## config.mk

```make
export PLATFORM = sky130hd
export DESIGN_NAME = filter_mac
export DESIGN_NICKNAME = d
export VERILOG_FILES = /design/src/conv_pkg.sv /design/src/adder_tree.sv /design/src/filter_mac.sv
export SDC_FILE = /design/constraint.sdc
export NUM_CORES = 1
export LEC_CHECK = 0
export BUFFER_PORTS_ARGS = -buffer_cell sky130_fd_sc_hd__buf_2
export CAP_MARGIN = 30
export CORE_AREA = 2 2 85 87
export DETAILED_ROUTE_END_ITERATION = 7
export DIE_AREA = 0 0 87 89
export PLACE_DENSITY = 0.43
export RECOVER_POWER = 100
export SETUP_SLACK_MARGIN = 0.1
export SYNTH_ARGS = -nofsm -noshare
export SYNTH_HDL_FRONTEND = slang
export SYNTH_MEMORY_MAX_BITS = 65536
export SYNTH_SLANG_ARGS = --single-unit
```

## constraint.sdc

```tcl
create_clock -name i_clk -period 1.7 [get_ports i_clk]
set_clock_uncertainty 0.1 [all_clocks]
set_input_delay 0.34 -clock i_clk [delete_from_list [all_inputs] [get_ports i_clk]]
set_output_delay 0.34 -clock i_clk [all_outputs]
set_load 0.01 [all_outputs]
```

## src/coeffs.mem

```
// One 16-bit hex value per line: filter 0 weights row by row, its bias, then filter 1
0001
0004
0006
0004
0001
0004
0010
0018
0010
0004
0006
0018
0024
0018
0006
0004
0010
0018
0010
0004
0001
0004
0006
0004
0001
FF80
0123
FEDC
0040
FF00
07FF
F800
0011
FFEE
0200
FC18
00FA
FF06
0001
FFFF
1234
EDCC
0080
FF80
0333
FCCD
0055
FFAB
00C8
FF38
0010
1F40
```

## src/conv_pkg.sv

```systemverilog
package conv_pkg;

    //////////////////////////////////////////////////////////////////////
    // Frame and kernel geometry
    //////////////////////////////////////////////////////////////////////

    localparam int FRAME_W     = 31;
    localparam int FRAME_H     = 31;
    localparam int KERNEL      = 5;
    localparam int NUM_FILTERS = 2;

    // Raster counter widths
    localparam int COL_W = $clog2(FRAME_W);
    localparam int ROW_W = $clog2(FRAME_H);

    //////////////////////////////////////////////////////////////////////
    // Datapath widths and timing
    //////////////////////////////////////////////////////////////////////

    localparam int PIX_W  = 8;
    localparam int WGT_W  = 16;
    localparam int ACC_W  = 32;
    localparam int FEAT_W = 16;

    // Pixel accept edge to registered feature
    localparam int PIPE_LATENCY = 8;

    // 25 weights then one bias, per filter
    localparam string COEFF_FILE = "/design/src/coeffs.mem";

    typedef logic        [PIX_W-1:0]  pixel_t;
    typedef logic signed [WGT_W-1:0]  weight_t;
    typedef logic signed [ACC_W-1:0]  acc_t;
    typedef logic signed [FEAT_W-1:0] feature_t;

    // Row 0 is the oldest line, column 0 the leftmost pixel
    typedef pixel_t window_t [KERNEL][KERNEL];

endpackage

```

## src/adder_tree.sv

```systemverilog
`timescale 1ns/1ps

module adder_tree #(
    parameter int N_IN = 25
) (
    input  logic           i_clk,
    input  logic           i_rst,
    input  logic           i_valid,
    input  conv_pkg::acc_t i_terms [N_IN],
    output conv_pkg::acc_t o_sum,
    output logic           o_valid
);

    import conv_pkg::*;

    // One registered stage per halving of the term count
    localparam int STAGES = $clog2(N_IN);

    // Terms left after a number of halvings
    function automatic int level_size(input int level);
        return (N_IN + (1 << level) - 1) >> level;
    endfunction

    acc_t              stage_in  [STAGES][N_IN];
    acc_t              stage_out [STAGES][N_IN];
    logic [STAGES-1:0] valid_sr;

    // Each stage reads the registers of the one before
    always_comb begin
        stage_in[0] = i_terms;
        for (int s = 1; s < STAGES; s++) begin
            stage_in[s] = stage_out[s-1];
        end
    end

    //////////////////////////////////////////////////////////////////////
    // Pairwise add stages
    //////////////////////////////////////////////////////////////////////

    always_ff @(posedge i_clk) begin
        for (int s = 0; s < STAGES; s++) begin
            // Slots past the live terms stay zero
            for (int j = 0; j < N_IN; j++) begin
                stage_out[s][j] <= '0;
            end
            for (int j = 0; j < N_IN / 2; j++) begin
                if (j < level_size(s) / 2) begin
                    stage_out[s][j] <= stage_in[s][2*j] + stage_in[s][2*j+1];
                end
            end
            // odd leftover goes through unchanged
            if (level_size(s) % 2 == 1) begin
                stage_out[s][level_size(s)/2] <= stage_in[s][level_size(s)-1];
            end
        end
    end

    // Valid travels alongside the data, one bit per stage
    always_ff @(posedge i_clk) begin
        if (i_rst) begin
            valid_sr <= '0;
        end else begin
            valid_sr <= (valid_sr << 1) | STAGES'(i_valid);
        end
    end

    assign o_sum   = stage_out[STAGES-1][0];
    assign o_valid = valid_sr[STAGES-1];

    assert property (@(posedge i_clk) disable iff (i_rst) !$isunknown(o_valid));

endmodule

```

## src/filter_mac.sv

```systemverilog
`timescale 1ns/1ps

module filter_mac #(
    parameter int FILTER_IDX = 0
) (
    input  logic               i_clk,
    input  logic               i_rst,
    input  conv_pkg::window_t  i_window,
    input  logic               i_window_valid,
    output conv_pkg::feature_t o_feature,
    output logic               o_feature_valid
);

    import conv_pkg::*;

    // First entry of this filter, 25 weights then its bias
    localparam int BASE = FILTER_IDX * (KERNEL * KERNEL + 1);

    // Coefficients for all filters, one line each in the file
    weight_t coeff_rom [NUM_FILTERS * (KERNEL * KERNEL + 1)];

    acc_t products [KERNEL * KERNEL];
    logic prod_valid;
    acc_t tree_sum;
    logic tree_valid;
    acc_t biased;

    initial begin
        $readmemh(COEFF_FILE, coeff_rom);
    end

    //////////////////////////////////////////////////////////////////////
    // Multipliers
    //////////////////////////////////////////////////////////////////////

    // Signed weight times zero-extended pixel, all 25 in parallel
    always_ff @(posedge i_clk) begin
        for (int r = 0; r < KERNEL; r++) begin
            for (int c = 0; c < KERNEL; c++) begin
                products[r*KERNEL+c] <= acc_t'(coeff_rom[BASE + r*KERNEL + c])
                                      * acc_t'($signed({1'b0, i_window[r][c]}));
            end
        end
    end

    always_ff @(posedge i_clk) begin
        if (i_rst) begin
            prod_valid <= 1'b0;
        end else begin
            prod_valid <= i_window_valid;
        end
    end

    // Five stages for 25 terms
    adder_tree #(
        .N_IN(KERNEL * KERNEL)
    ) tree_inst (
        .i_clk   (i_clk),
        .i_rst   (i_rst),
        .i_valid (prod_valid),
        .i_terms (products),
        .o_sum   (tree_sum),
        .o_valid (tree_valid)
    );

    //////////////////////////////////////////////////////////////////////
    // Bias and output register
    //////////////////////////////////////////////////////////////////////

    assign biased = tree_sum + acc_t'(coeff_rom[BASE + KERNEL * KERNEL]);

    // Low bits only, wraps like the reference model
    always_ff @(posedge i_clk) begin
        o_feature <= biased[FEAT_W-1:0];
    end

    always_ff @(posedge i_clk) begin
        if (i_rst) begin
            o_feature_valid <= 1'b0;
        end else begin
            o_feature_valid <= tree_valid;
        end
    end

    // Window valid to feature valid is one cycle short of the full latency
    assert property (@(posedge i_clk) disable iff (i_rst)
        i_window_valid |-> ##(PIPE_LATENCY - 1) o_feature_valid);
    assert property (@(posedge i_clk) disable iff (i_rst)
        o_feature_valid |-> $past(i_window_valid, PIPE_LATENCY - 1));

endmodule

```

==> impl_metrics.ini <==
[route]
vias = 142
top_layer = met3
met3_length_um = 128
drt-met1-wl_um = 199
dr.pass1.iters = 4
wire_per_inst_um = 3.607
met2RoutedLength_um = 94
vias_per_cell = 1.214
drc_errors = 0
postRouteAntennaNets = 0
drt_iter0_drc = 14
routed_wl_um = 422

[logic_synthesis]
synth_edf_count = 0
ys.flop_type = dfxtp_1
synth_cell_type_count = 4
syn_inst = 31
synth.area.top_cells = dfxtp_1 46%, buf_4 39%, nor2b_1 14%
yosys.area.top_type = dfxtp_1
synth_seq_cells = 7
netlist_area_um2 = 307.8
ys_seq_area_frac = 0.4553
yosys.area.top_type_share = 0.4553
ys_warn_count = 0
synth.most_common_cell = buf_4
synth-async-reset-ratio = 0
synth_common_cells = 16 x buf_4, 7 x dfxtp_1, 7 x nor2b_1, 1 x conb_1
syn_area_per_cell_um2 = 9.929

[place]
hpwl_um = 306.1
place_ws_ns = 0.8389
io_buffers = 3
placed_area_um2 = 359.1
gp_congestion = 0.6288

[global_routing]
antenna_found_initial = 0
grt_max_degree = 8
track_usage = 0.01384
grt_pass1_wl_um = 593
grt_pass1_vias = 108
overflow = 0

[timing]
hold_viol = 0
fin_crit_ns = 1.142
setup_slack_ns = 0.5580
finalCritPeriodShare = 0.6718
setup_viol = 0
max_freq_ghz = 0.8757
maxSlewViolCount = 0
rsz0062_at_grt = no
tns_ns = 0

[die]
start_util = 0.04581
chipHeight_um = 89
die_x_um = 87
rows = 30
core_um2 = 6719
die-area_um2 = 7743
num_io_pins = 220

[clocking]
numCtsBuffers = 3
cts.clk_slew.worst_paths_ns = 0.04
clock_path_buffers = 2
cts_setup_buffers = 0
ctsHoldBuffers = 0
root_buffer = clkbuf_8
cts_tree = yes
h-tree-depth = 1
clock_sinks = 7
insertion_delay_ns = 0.23
cts.repair.resized = 0

[worst_setup_path]
max_stage_delay_ns = 0.30
cp.required_ns = 1.26
critPathTopFamily = flip-flops
r2r_cells = 1
worstSetupPathType = flop to output pin
worstSetupEndpointType = output pin
crit_path_max_fanout = 1
r2r_end = o_feature_valid$_SDFF_PP0_
crit_chain = clkbuf_1
cp_slowest_cell = dfxtp_1
worstReg2RegStart = tree_inst.valid_sr[4]$_SDFF_PP0_
crit_buf_inv = 1
critPathArrivalTime_ns = 0.70
regToRegSetupSlack_ns = 1.07
crit_path_start_kind = flop

[final_layout]
nFillCells = 773
areaGrowthSynthToFinish_pct = 30.89
layout.nets = 241
drive_above_1_share = 0.1351
num_antenna_cells = 0
design_area_um2 = 402.9

[job]
maxCapViolations = 0

[worst_hold_path]
hold_class = input pin to flop
hp-start = i_window_valid
worstHoldPathCells = 2
hold-path-endpoint = prod_valid$_SDFF_PP0_

[outcome]
status = finished clean

[power]
power_mw = 0.4275
p_leak_nw = 0.1563
peakVddDrop_mv = 0.1671
power_density_nw_per_um2 = 1061
-- worst max path at each step --
stage | end | start | cells after the start | slack [ns]
CTS | o_feature_valid | o_feature_valid$_SDFF_PP0_ | 1 | 0.58
finish | o_feature_valid | o_feature_valid$_SDFF_PP0_ | 1 | 0.56
global route | o_feature_valid | o_feature_valid$_SDFF_PP0_ | 1 | 0.49
global placement | o_feature_valid | o_feature_valid$_SDFF_PP0_ | 1 | 0.83
detailed placement | o_feature_valid | o_feature_valid$_SDFF_PP0_ | 1 | 0.84
floorplan | o_feature_valid | o_feature_valid$_SDFF_PP0_ | 0 | 0.93
-- metal layers --
| metal | GRT usage | vias up |
|---|---|---|
| met5 | 0 | - |
| met4 | 0.01278 | 0 |
| met3 | 0.02401 | 0 |
| met2 | 0.007634 | 18 |
| met1 | 0.01429 | 53 |
| li1 | - | 71 |
-- kinds of logic (layout without fill, tap and decap cells) --
kind of cell | count (synthesis) | after routing | synth area share
DFF | 7 | 7 | 0.4553
buffers and inverters | 16 | 7 | 0.3903
and+or+nand+nor | 7 | 7 | 0.1423
other | 1 | 16 | 0.01218
-- layout make-up --
type | count | area (um2) | area share
Sequential cell | 7 | 140.1 | 0.3478
Multi-Input combinational cell | 23 | 103.9 | 0.2578
Tap cell | 80 | 100.1 | 0.2484
Clock buffer | 3 | 41.29 | 0.1025
Timing Repair Buffer | 3 | 12.51 | 0.03106
Clock inverter | 1 | 5.005 | 0.01242
-- report_power, final --
| group | internal (mW) | switching [mW] | total, mW |
|---|---|---|---|
| Clock | 0.159 | 0.0768 | 0.236 |
| Combinational | 0.00337 | 0.0194 | 0.0228 |
| Sequential | 0.168 | 0.000563 | 0.169 |
-- flip-flops by register name, indices dropped and copies added, names as in the netlist --
name	flops
tree_inst.valid_sr	5
prod_valid	1
o_feature_valid	1
-- metrics by stage --
stage | cells | utilization | hold WS (ns)
after floorplan | 46 | - | 0.3116
after global placement | 113 | 0.05345 | 0.3161
after detailed placement | 113 | 0.05345 | 0.3242
after CTS | 117 | 0.06034 | 0.2422
after global routing | 117 | 0.05996 | 0.2730
final | 117 | 0.05996 | 0.2500
-- cell usage in the layout, fill, tap and decap left out, drive strengths merged --
cell | Yosys | routed
clkinv | 0 | 1
dfxtp | 7 | 7
nor2b | 7 | 7
buf | 16 | 1
clkbuf | 0 | 5
conb | 1 | 16
No activity file was read; power rests on OpenSTA's default activity.
