## src/coeffs.mem

```
// One 16-bit hex value per line: filter 0 weights row by row, its bias, then filter 1
0001
0004
0006
0004
0001
0004
0010
0018
0010
0004
0006
0018
0024
0018
0006
0004
0010
0018
0010
0004
0001
0004
0006
0004
0001
FF80
0123
FEDC
0040
FF00
07FF
F800
0011
FFEE
0200
FC18
00FA
FF06
0001
FFFF
1234
EDCC
0080
FF80
0333
FCCD
0055
FFAB
00C8
FF38
0010
1F40
```

## src/conv_pkg.sv

```systemverilog
package conv_pkg;

    //////////////////////////////////////////////////////////////////////
    // Frame and kernel geometry
    //////////////////////////////////////////////////////////////////////

    localparam int FRAME_W     = 31;
    localparam int FRAME_H     = 31;
    localparam int KERNEL      = 5;
    localparam int NUM_FILTERS = 2;

    // Raster counter widths
    localparam int COL_W = $clog2(FRAME_W);
    localparam int ROW_W = $clog2(FRAME_H);

    //////////////////////////////////////////////////////////////////////
    // Datapath widths and timing
    //////////////////////////////////////////////////////////////////////

    localparam int PIX_W  = 8;
    localparam int WGT_W  = 16;
    localparam int ACC_W  = 32;
    localparam int FEAT_W = 16;

    // Pixel accept edge to registered feature
    localparam int PIPE_LATENCY = 8;

    // 25 weights then one bias, per filter
    localparam string COEFF_FILE = "/design/src/coeffs.mem";

    typedef logic        [PIX_W-1:0]  pixel_t;
    typedef logic signed [WGT_W-1:0]  weight_t;
    typedef logic signed [ACC_W-1:0]  acc_t;
    typedef logic signed [FEAT_W-1:0] feature_t;

    // Row 0 is the oldest line, column 0 the leftmost pixel
    typedef pixel_t window_t [KERNEL][KERNEL];

endpackage

```

## src/pixel_window.sv

```systemverilog
`timescale 1ns/1ps

module pixel_window (
    input  logic              i_clk,
    input  logic              i_rst,
    input  logic              i_pixel_valid,
    input  conv_pkg::pixel_t  i_pixel,
    output conv_pkg::window_t o_window,
    output logic              o_window_valid
);

    import conv_pkg::*;

    // Raster position of the next pixel to arrive
    logic [COL_W-1:0] col_cnt;
    logic [ROW_W-1:0] row_cnt;
    logic             last_col;
    logic             last_row;
    logic             in_window;
    logic             cnt_in_range;

    // Previous four lines with the oldest at index 0
    pixel_t line_buf [KERNEL-1][FRAME_W];

    // New right-hand column one cycle ahead of the window
    pixel_t col_data [KERNEL];
    logic   col_load;
    logic   col_hit;

    //////////////////////////////////////////////////////////////////////
    // Raster counters
    //////////////////////////////////////////////////////////////////////

    assign last_col = (col_cnt == COL_W'(FRAME_W - 1));
    assign last_row = (row_cnt == ROW_W'(FRAME_H - 1));

    // Window ends at this pixel and lies fully inside the frame
    assign in_window = (row_cnt >= ROW_W'(KERNEL - 1)) && (col_cnt >= COL_W'(KERNEL - 1));

    assign cnt_in_range = (row_cnt <= ROW_W'(FRAME_H - 1)) && (col_cnt <= COL_W'(FRAME_W - 1));

    always_ff @(posedge i_clk) begin
        if (i_rst) begin
            col_cnt <= '0;
            row_cnt <= '0;
        end else if (i_pixel_valid) begin
            if (last_col) begin
                col_cnt <= '0;
                // End of frame wraps straight into the next one
                row_cnt <= last_row ? '0 : row_cnt + 1'b1;
            end else begin
                col_cnt <= col_cnt + 1'b1;
            end
        end
    end

    //////////////////////////////////////////////////////////////////////
    // Line buffers and column fetch
    //////////////////////////////////////////////////////////////////////

    always_ff @(posedge i_clk) begin
        if (i_pixel_valid) begin
            // Column above the pixel plus the pixel itself
            for (int k = 0; k < KERNEL - 1; k++) begin
                col_data[k] <= line_buf[k][col_cnt];
            end
            col_data[KERNEL-1] <= i_pixel;
            // Age this column by one line so the oldest entry drops out
            for (int k = 0; k < KERNEL - 2; k++) begin
                line_buf[k][col_cnt] <= line_buf[k+1][col_cnt];
            end
            line_buf[KERNEL-2][col_cnt] <= i_pixel;
        end
    end

    always_ff @(posedge i_clk) begin
        if (i_rst) begin
            col_load <= 1'b0;
            col_hit  <= 1'b0;
        end else begin
            col_load <= i_pixel_valid;
            col_hit  <= i_pixel_valid && in_window;
        end
    end

    //////////////////////////////////////////////////////////////////////
    // Sliding window
    //////////////////////////////////////////////////////////////////////

    // Shift left one column per accepted pixel and hold through gaps
    always_ff @(posedge i_clk) begin
        if (col_load) begin
            for (int r = 0; r < KERNEL; r++) begin
                for (int c = 0; c < KERNEL - 1; c++) begin
                    o_window[r][c] <= o_window[r][c+1];
                end
                o_window[r][KERNEL-1] <= col_data[r];
            end
        end
    end

    always_ff @(posedge i_clk) begin
        if (i_rst) begin
            o_window_valid <= 1'b0;
        end else begin
            o_window_valid <= col_hit;
        end
    end

    // Raster counters stay inside the frame whenever a window is valid
    assert property (@(posedge i_clk) disable iff (i_rst)
        o_window_valid |-> cnt_in_range);

endmodule

```

## config.mk

```make
export PLATFORM = sky130hd
export DESIGN_NAME = pixel_window
export DESIGN_NICKNAME = d
export VERILOG_FILES = /design/src/conv_pkg.sv /design/src/pixel_window.sv
export SDC_FILE = /design/constraint.sdc
export NUM_CORES = 1
export LEC_CHECK = 0
export BUFFER_PORTS_ARGS = -buffer_cell sky130_fd_sc_hd__buf_4
export CAP_MARGIN = 20
export CORE_UTILIZATION = 55
export DETAILED_ROUTE_END_ITERATION = 10
export PLACE_DENSITY_LB_ADDON = 0.1
export SLEW_MARGIN = 20
export SYNTH_ARGS = -nofsm -noshare
export SYNTH_HDL_FRONTEND = slang
export SYNTH_SLANG_ARGS = --single-unit
```

## constraint.sdc

```tcl
create_clock -name i_clk -period 5.3 [get_ports i_clk]
set_input_delay 0.795 -clock i_clk [delete_from_list [all_inputs] [get_ports i_clk]]
set_output_delay 0.795 -clock i_clk [all_outputs]
set_load 0.03 [all_outputs]
```

==> results of run 1 <==
-- sequential cells by signal, summed over array words and instances (netlist names) --
register	count
col_data	40
line_buf	992
col_load	1
o_window_valid	1
col_cnt	5
row_cnt	5
o_window	200
col_hit	1
-- cell usage in the layout, fill, tap and decap left out, types with 3 or more instances in the layout --
| cell | Yosys | final |
|---|---|---|
| nand2_2 | 1 | 3 |
| nor3_1 | 3 | 3 |
| clkbuf_16 | 0 | 135 |
| nand3_2 | 0 | 4 |
| a22oi_1 | 30 | 30 |
| inv_1 | 5 | 4 |
| mux2_2 | 3 | 3 |
| mux2_1 | 30 | 30 |
| inv_6 | 0 | 3 |
| clkbuf_1 | 41 | 25 |
| nor2b_1 | 6 | 5 |
| mux2i_1 | 317 | 317 |
| bufinv_16 | 0 | 9 |
| dfxtp_4 | 0 | 3 |
| a21oi_1 | 10 | 10 |
| a221oi_1 | 29 | 29 |
| nor4_1 | 31 | 31 |
| ha_1 | 7 | 7 |
| o21ai_0 | 64 | 64 |
| buf_12 | 0 | 13 |
| edfxtp_1 | 1232 | 1232 |
| nand4_1 | 7 | 7 |
| nand2b_1 | 4 | 4 |
| buf_4 | 8 | 294 |
| mux4_2 | 66 | 66 |
| nor2_4 | 0 | 32 |
| clkinv_2 | 0 | 20 |
| nor2_1 | 103 | 71 |
| nand2_1 | 17 | 15 |
| clkinv_8 | 0 | 4 |
| dfxtp_1 | 13 | 10 |
| clkinv_1 | 0 | 34 |
| nand3_1 | 38 | 34 |
| o22ai_1 | 121 | 121 |
-- power by group --
group / leakage (uW) / internal, uW / total [uW] / switching [uW]
combinational: 0.00367 / 386 / 1300 / 916
sequential: 0.0113 / 11200 / 11300 / 82.4
clock: 0.00201 / 5110 / 8760 / 3660
-- cell type report --
| type | instances | area (um2) | area share, % |
|---|---|---|---|
| Clock buffer | 160 | 3472 | 6.500 |
| Sequential cell | 1245 | 37270 | 69.77 |
| Tap cell | 1070 | 1339 | 2.506 |
| Multi-Input combinational cell | 913 | 8180 | 15.31 |
| Inverter | 7 | 27.53 | 0.05153 |
| Timing Repair Buffer | 308 | 2495 | 4.671 |
| Clock inverter | 72 | 635.6 | 1.190 |
-- metal layers --
metal | vias to the layer above | GRT usage [%] | part of all wire (%)
met3 | 181 | 4.772 | 6.9
met5 | - | 0 | 0.0084
li1 | 9981 | - | -
met4 | 2 | 9.330 | 3.0
met2 | 969 | 42.08 | 49
met1 | 11980 | 34.96 | 41
-- critical path, stage by stage, from the launching register on --
cell     delay (ps)
dfxtp_4         760
buf_4           640
ha_1            280
nand2_1         450
nor2_4          700
buf_4           460
-- cells by family after synthesis --
logic type               synth area share (%)
AO/OA/AOI/OAI                           3.748
XOR/XNOR                              0.03819
adder cells (fa/ha/maj)                0.1909
buffers and inverters                   1.552
flip-flops                              81.22
multiplexers                            10.97
AND/OR/NAND/NOR                         2.283
-- stage by stage --
step                      worst slack [ps]  area (um2)  total power, uW
after global placement                1287       49220            12810
after floorplan                      65.08       45870            12310
after detailed placement              1215       49260            12850
after CTS                             1186       53370            21560
final                                 1582       53420            21390
after global routing                  1401       53420            22020
-- how the worst min path moves through the flow --
stage | end | depth (start not counted) | slack, ps | startpoint
after floorplan | o_window[0]$_DFFE_PP_ | 0 | 400 | col_data[0][32]$_DFFE_PP_
after global placement | o_window[125]$_DFFE_PP_ | 0 | 400 | col_data[0][13]$_DFFE_PP_
after detailed placement | o_window[125]$_DFFE_PP_ | 0 | 400 | col_data[0][13]$_DFFE_PP_
after CTS | col_cnt[1]$_SDFFE_PP0P_ | 2 | 320 | i_rst
after global routing | o_window_valid$_SDFF_PP0_ | 2 | 350 | i_rst
final | col_cnt[1]$_SDFFE_PP0P_ | 2 | 360 | i_rst
==> impl_results.md, run 1 <==
* Die W at 290.8 um
* Post-synth EDFFs at 1232
* R2R Path End: line_buf[2][88]$_DFFE_PP_
* Vias in the first global route at 23.47k
* Mean Syn Cell Area at 20.10 um2
* Post-synthesis sequential area ratio at 81.22%
* CP max FO at 42
* Worst EP required at 5660 ps
* Initial Util at 55.78%
* FILL cells at 5630
* CP Launch Type: flop
* Post-Layout Cell Count at 3775
* Cts hold-fix bufs at 0
* Antenna violations before repair at 2
* DRT Pass-1 Iters at 5
* Run status: finished clean
* Max-capacitance violation count at 0
* # DRC at 0
* First-pass GRT wire length at 157.0 mm
* Post-Synthesis Cells at 2282
* Power density over cell area at 400.4 mW/mm2
* RePlAce Congestion at 0.8174
* Largest net degree at the start of global routing at 113
* Yosys reg bits at 1245
* Synth Cell Area at 0.04587 mm2
* Die area at 0.08456 mm2
* Drt first-iter violations at 2289
* Layout cell share with drive strength beyond 1 at 22.14%
* Post-Synthesis Net Count at 2300
* Type of the worst setup path: reg2reg
* DR WL/cell at 28.52 um
* Endpoints failing hold at 0
* Dpl cells at 3542
* Synth area leader: edfxtp_1
* Final Skew at 25.36 ps
* Clock slew at reported path FFs at 60 ps
* Post-CTS Setup Bufs at 0
* Setup TNS at 0 ps
* Worst-Margin Slew at 1106 ps
* # diodes at 0
* Final setup viols at 0
* Critical Path End Type: flop
* Most common cell in the netlist: edfxtp_1
* Final Util at 64.95%
* Layout Nets at 2623
* CTS Root Cell: clkbuf_16
* Port bufs at 211
* Drt via density at 6.123
* Worst Setup SP: col_cnt[0]$_SDFFE_PP0P_
* Reg2Reg Setup Slack at 1580 ps
* Vias at 23.11k
* Detail Route Antenna Nets at 0
* Peak supply drop at 0.0003127 V
* Area delta synth->final at 16.45%
* Synth top area cells: edfxtp_1 81%, mux2i_1 6.9%, mux4_2 3.2%
* Synth Warn # at 0
* Die Span Y at 290.8 um
* Top cells by count, synth: 1232 x edfxtp_1, 317 x mux2i_1, 121 x o22ai_1
* Asr flop ratio synth at 0%
* Slew margin rel. at 26.12%
* Core area at 0.08224 mm2
* CTS H-tree depth at 4
* Global route total overflow at 0
* Clk_lat worst skew at 720 ps
* Worst min-delay path class: in2reg
* R2R Path Start: col_cnt[0]$_SDFFE_PP0P_
* Reg2Reg Depth at 5
* Critical path data arrival time at 4070 ps
* Clock sink total at 1245
* RSZ-0062 raised after global routing: false
* Synth top area share at 80.65%
* Cts bufs inserted at 130
* CTS tree: yes
* Tot GR Track Use at 25.77%
* Pins Over Slew Limit at 0
* Longest Clk Path Bufs at 3
* Post-cts resize count at 0
* Maximum clock frequency at 0.2690 GHz
* Final cycle utilization of the critical path at 70.14%
* Num rows at 105
* Boundary Pins at 212
* Routed wire length at 107.7 mm
* Leakage at 0.01697 uW
* Critical path destination: line_buf[2][88]$_DFFE_PP_
* Post-synth top flop: edfxtp_1
* DP HPWL at 61.83 mm
* Tmin final at 3718 ps
* Final hold slack at 355.1 ps
* Unique masters post-synth at 48
(Power assumes the default switching activity.)
==> inputs of run 2 (changes only) <==
==> constraint.sdc (replaced) <==
create_clock -name i_clk -period 3.1 [get_ports i_clk]
set_input_delay 0.465 -clock i_clk [delete_from_list [all_inputs] [get_ports i_clk]]
set_output_delay 0.465 -clock i_clk [all_outputs]
set_load 0.03 [all_outputs]
==> impl_results.md, run 2 (synthesized netlist as in run 1, its figures left out) <==
* Commonest non-fill, non-tap cell in the layout: edfxtp_1
* Power share of the combinational group at 6.2%
* DP HPWL at 61.56 mm
* Sw Ratio at 21.72%
* Met3 Use GR at 4.137%
* Grt peak-use layer: met2
* CP Launch Type: flop
* Maximum clock frequency at 0.3442 GHz
* Pins Over Slew Limit at 0
* Run status: finished clean
* Global route total overflow at 0
* Detail Route Antenna Nets at 0
* Peak supply drop at 0.0005763 V
* # DRC at 0
* Commonest non-fill, non-tap cells in the layout: 1232 x edfxtp_1, 338 x buf_4, 317 x mux2i_1, 135 x clkbuf_16, 121 x o22ai_1
* Final Skew at 22.45 ps
* Drt via density at 6.127
* Post-Layout Cell Count at 3850
* Sequential share of power at 53.0%
* Psw at 7931 uW
* Cts bufs inserted at 131
* DR WL/cell at 28.53 um
* Met2 GRT Util at 42.16%
* Post-cts resize count at 0
* Critical Path End Type: flop
* Tmin final at 2905 ps
* CP peak stage delay at 530 ps
* DRT Pass-1 Iters at 6
* CTS H-tree depth at 4
* RSZ-0062 raised after global routing: false
* Dpl cells at 3610
* Clock sink total at 1245
* Num rows at 105
* Slew margin rel. at 27.17%
* RePlAce Congestion at 0.8305
* Top reg by flops: line_buf
* Die Span Y at 290.8 um
* Worst min-delay path class: in2reg
* Critical path data arrival time at 3330 ps
* Antenna violations before repair at 0
* Critical-path cell list: buf_4 -> buf_12 -> buf_12 -> buf_4 -> mux2i_1 -> o22ai_1 -> nor4_1 -> nand3_1
* Endpoints failing hold at 0
* Clk pwr share at 40.8%
* Cts hold-fix bufs at 0
* Power density over cell area at 673.6 mW/mm2
* Vias in the first global route at 23.45k
* Die W at 290.8 um
* Area delta synth->final at 18.17%
* FILL cells at 5405
* Top flop regs: line_buf (992), o_window (200), col_data (40)
* Clock slew at reported path FFs at 60 ps
* Worst path slowest cell: nor4_1
* Final hold slack at 49.64 ps
* Port bufs at 211
* Internal Power at 28580 uW
* Routed wire length at 109.8 mm
* Boundary Pins at 212
* Leakage at 0.01742 uW
* CTS tree: yes
* Tot Pwr at 36510 uW
* Worst-Margin Slew at 1090 ps
* Type of the worst setup path: reg2reg
* Layout Nets at 2691
* Final cycle utilization of the critical path at 93.72%
* Initial Util at 55.78%
* Worst EP required at 3520 ps
* Layout cell share with drive strength beyond 1 at 24.28%
* First-pass GRT wire length at 158.4 mm
* Tot GR Track Use at 26.15%
* CTS Root Cell: clkbuf_16
* Setup TNS at 0 ps
* Max reg flops at 992
* Top delay family on crit path: buffers and inverters
* Post-CTS Setup Bufs at 0
* Final setup viols at 0
* WP buf/inv at 4
* Largest net degree at the start of global routing at 75
* Final Util at 65.91%
* Vias at 23.59k
* Max-capacitance violation count at 0
* Longest Clk Path Bufs at 3
* Die area at 0.08456 mm2
* # diodes at 0
* Met1 Use GR at 36.84%
* Drt first-iter violations at 2395
* Core area at 0.08224 mm2
* CP max FO at 40
* Clk_lat worst skew at 720 ps
## run 2: cell types whose count changed in the layout (fill, tap and decap cells not counted), sizes merged
| cell | previous run | this run |
|---|---|---|
| inv | 12 | 14 |
| clkbuf | 160 | 151 |
| clkinv | 58 | 71 |
| buf | 308 | 375 |
| bufinv | 9 | 8 |
| clkinvlp | 0 | 3 |
## run 2: worst register-to-register path: stages, from the launching register on
cell	delay (ps)
dfxtp_4	410
buf_4	230
buf_12	220
buf_12	310
buf_4	390
mux2i_1	230
o22ai_1	120
nor4_1	530
nand3_1	170
## run 2: power groups by stage
stage	Sequential (uW)	Combinational, uW	Clock (uW)
floorplan	19900	1100	0
global placement	19700	2230	0
detailed placement	19700	2280	0
CTS	19300	2290	15200
global route	19400	2420	15800
finish	19300	2270	14900
## run 2: per-layer routing
metal,share of wire [%],wire (um),vias to the layer above
met5,0,0,-
met4,2.7,2947,0
met1,41,44990,12245
li1,-,-,10127
met2,49,53370,1021
met3,7.8,8516,196
## run 2: metrics by stage
| step | worst slack [ps] | cell area (um2) |
|---|---|---|
| after floorplan | -19.44 | 45880 |
| after global placement | 224.3 | 50040 |
| after detailed placement | 270.5 | 50090 |
| after CTS | 163.6 | 54200 |
| after global routing | 90.77 | 54200 |
| final | 194.7 | 54200 |
## run 2: final timing paths
path	from	depth (start not counted)	end	slack, ps
max	col_cnt[1]$_SDFFE_PP0P_	8	col_data[0][4]$_DFFE_PP_	190
min	i_rst	2	row_cnt[2]$_SDFFE_PP0P_	50
max reg2reg	col_cnt[1]$_SDFFE_PP0P_	8	col_data[0][4]$_DFFE_PP_	190
min reg2reg	col_data[0][37]$_DFFE_PP_	0	o_window[5]$_DFFE_PP_	410
## run 2: final cells by class
class | instances | area (um2) | share of cell area (%)
clock buffer | 151 | 3438 | 6.343
clock inverter | 89 | 675.6 | 1.246
inverter | 7 | 26.28 | 0.04847
multi-input combinational | 913 | 8165 | 15.06
sequential | 1245 | 37270 | 68.75
tap | 1070 | 1339 | 2.470
timing repair buffer | 375 | 3293 | 6.075
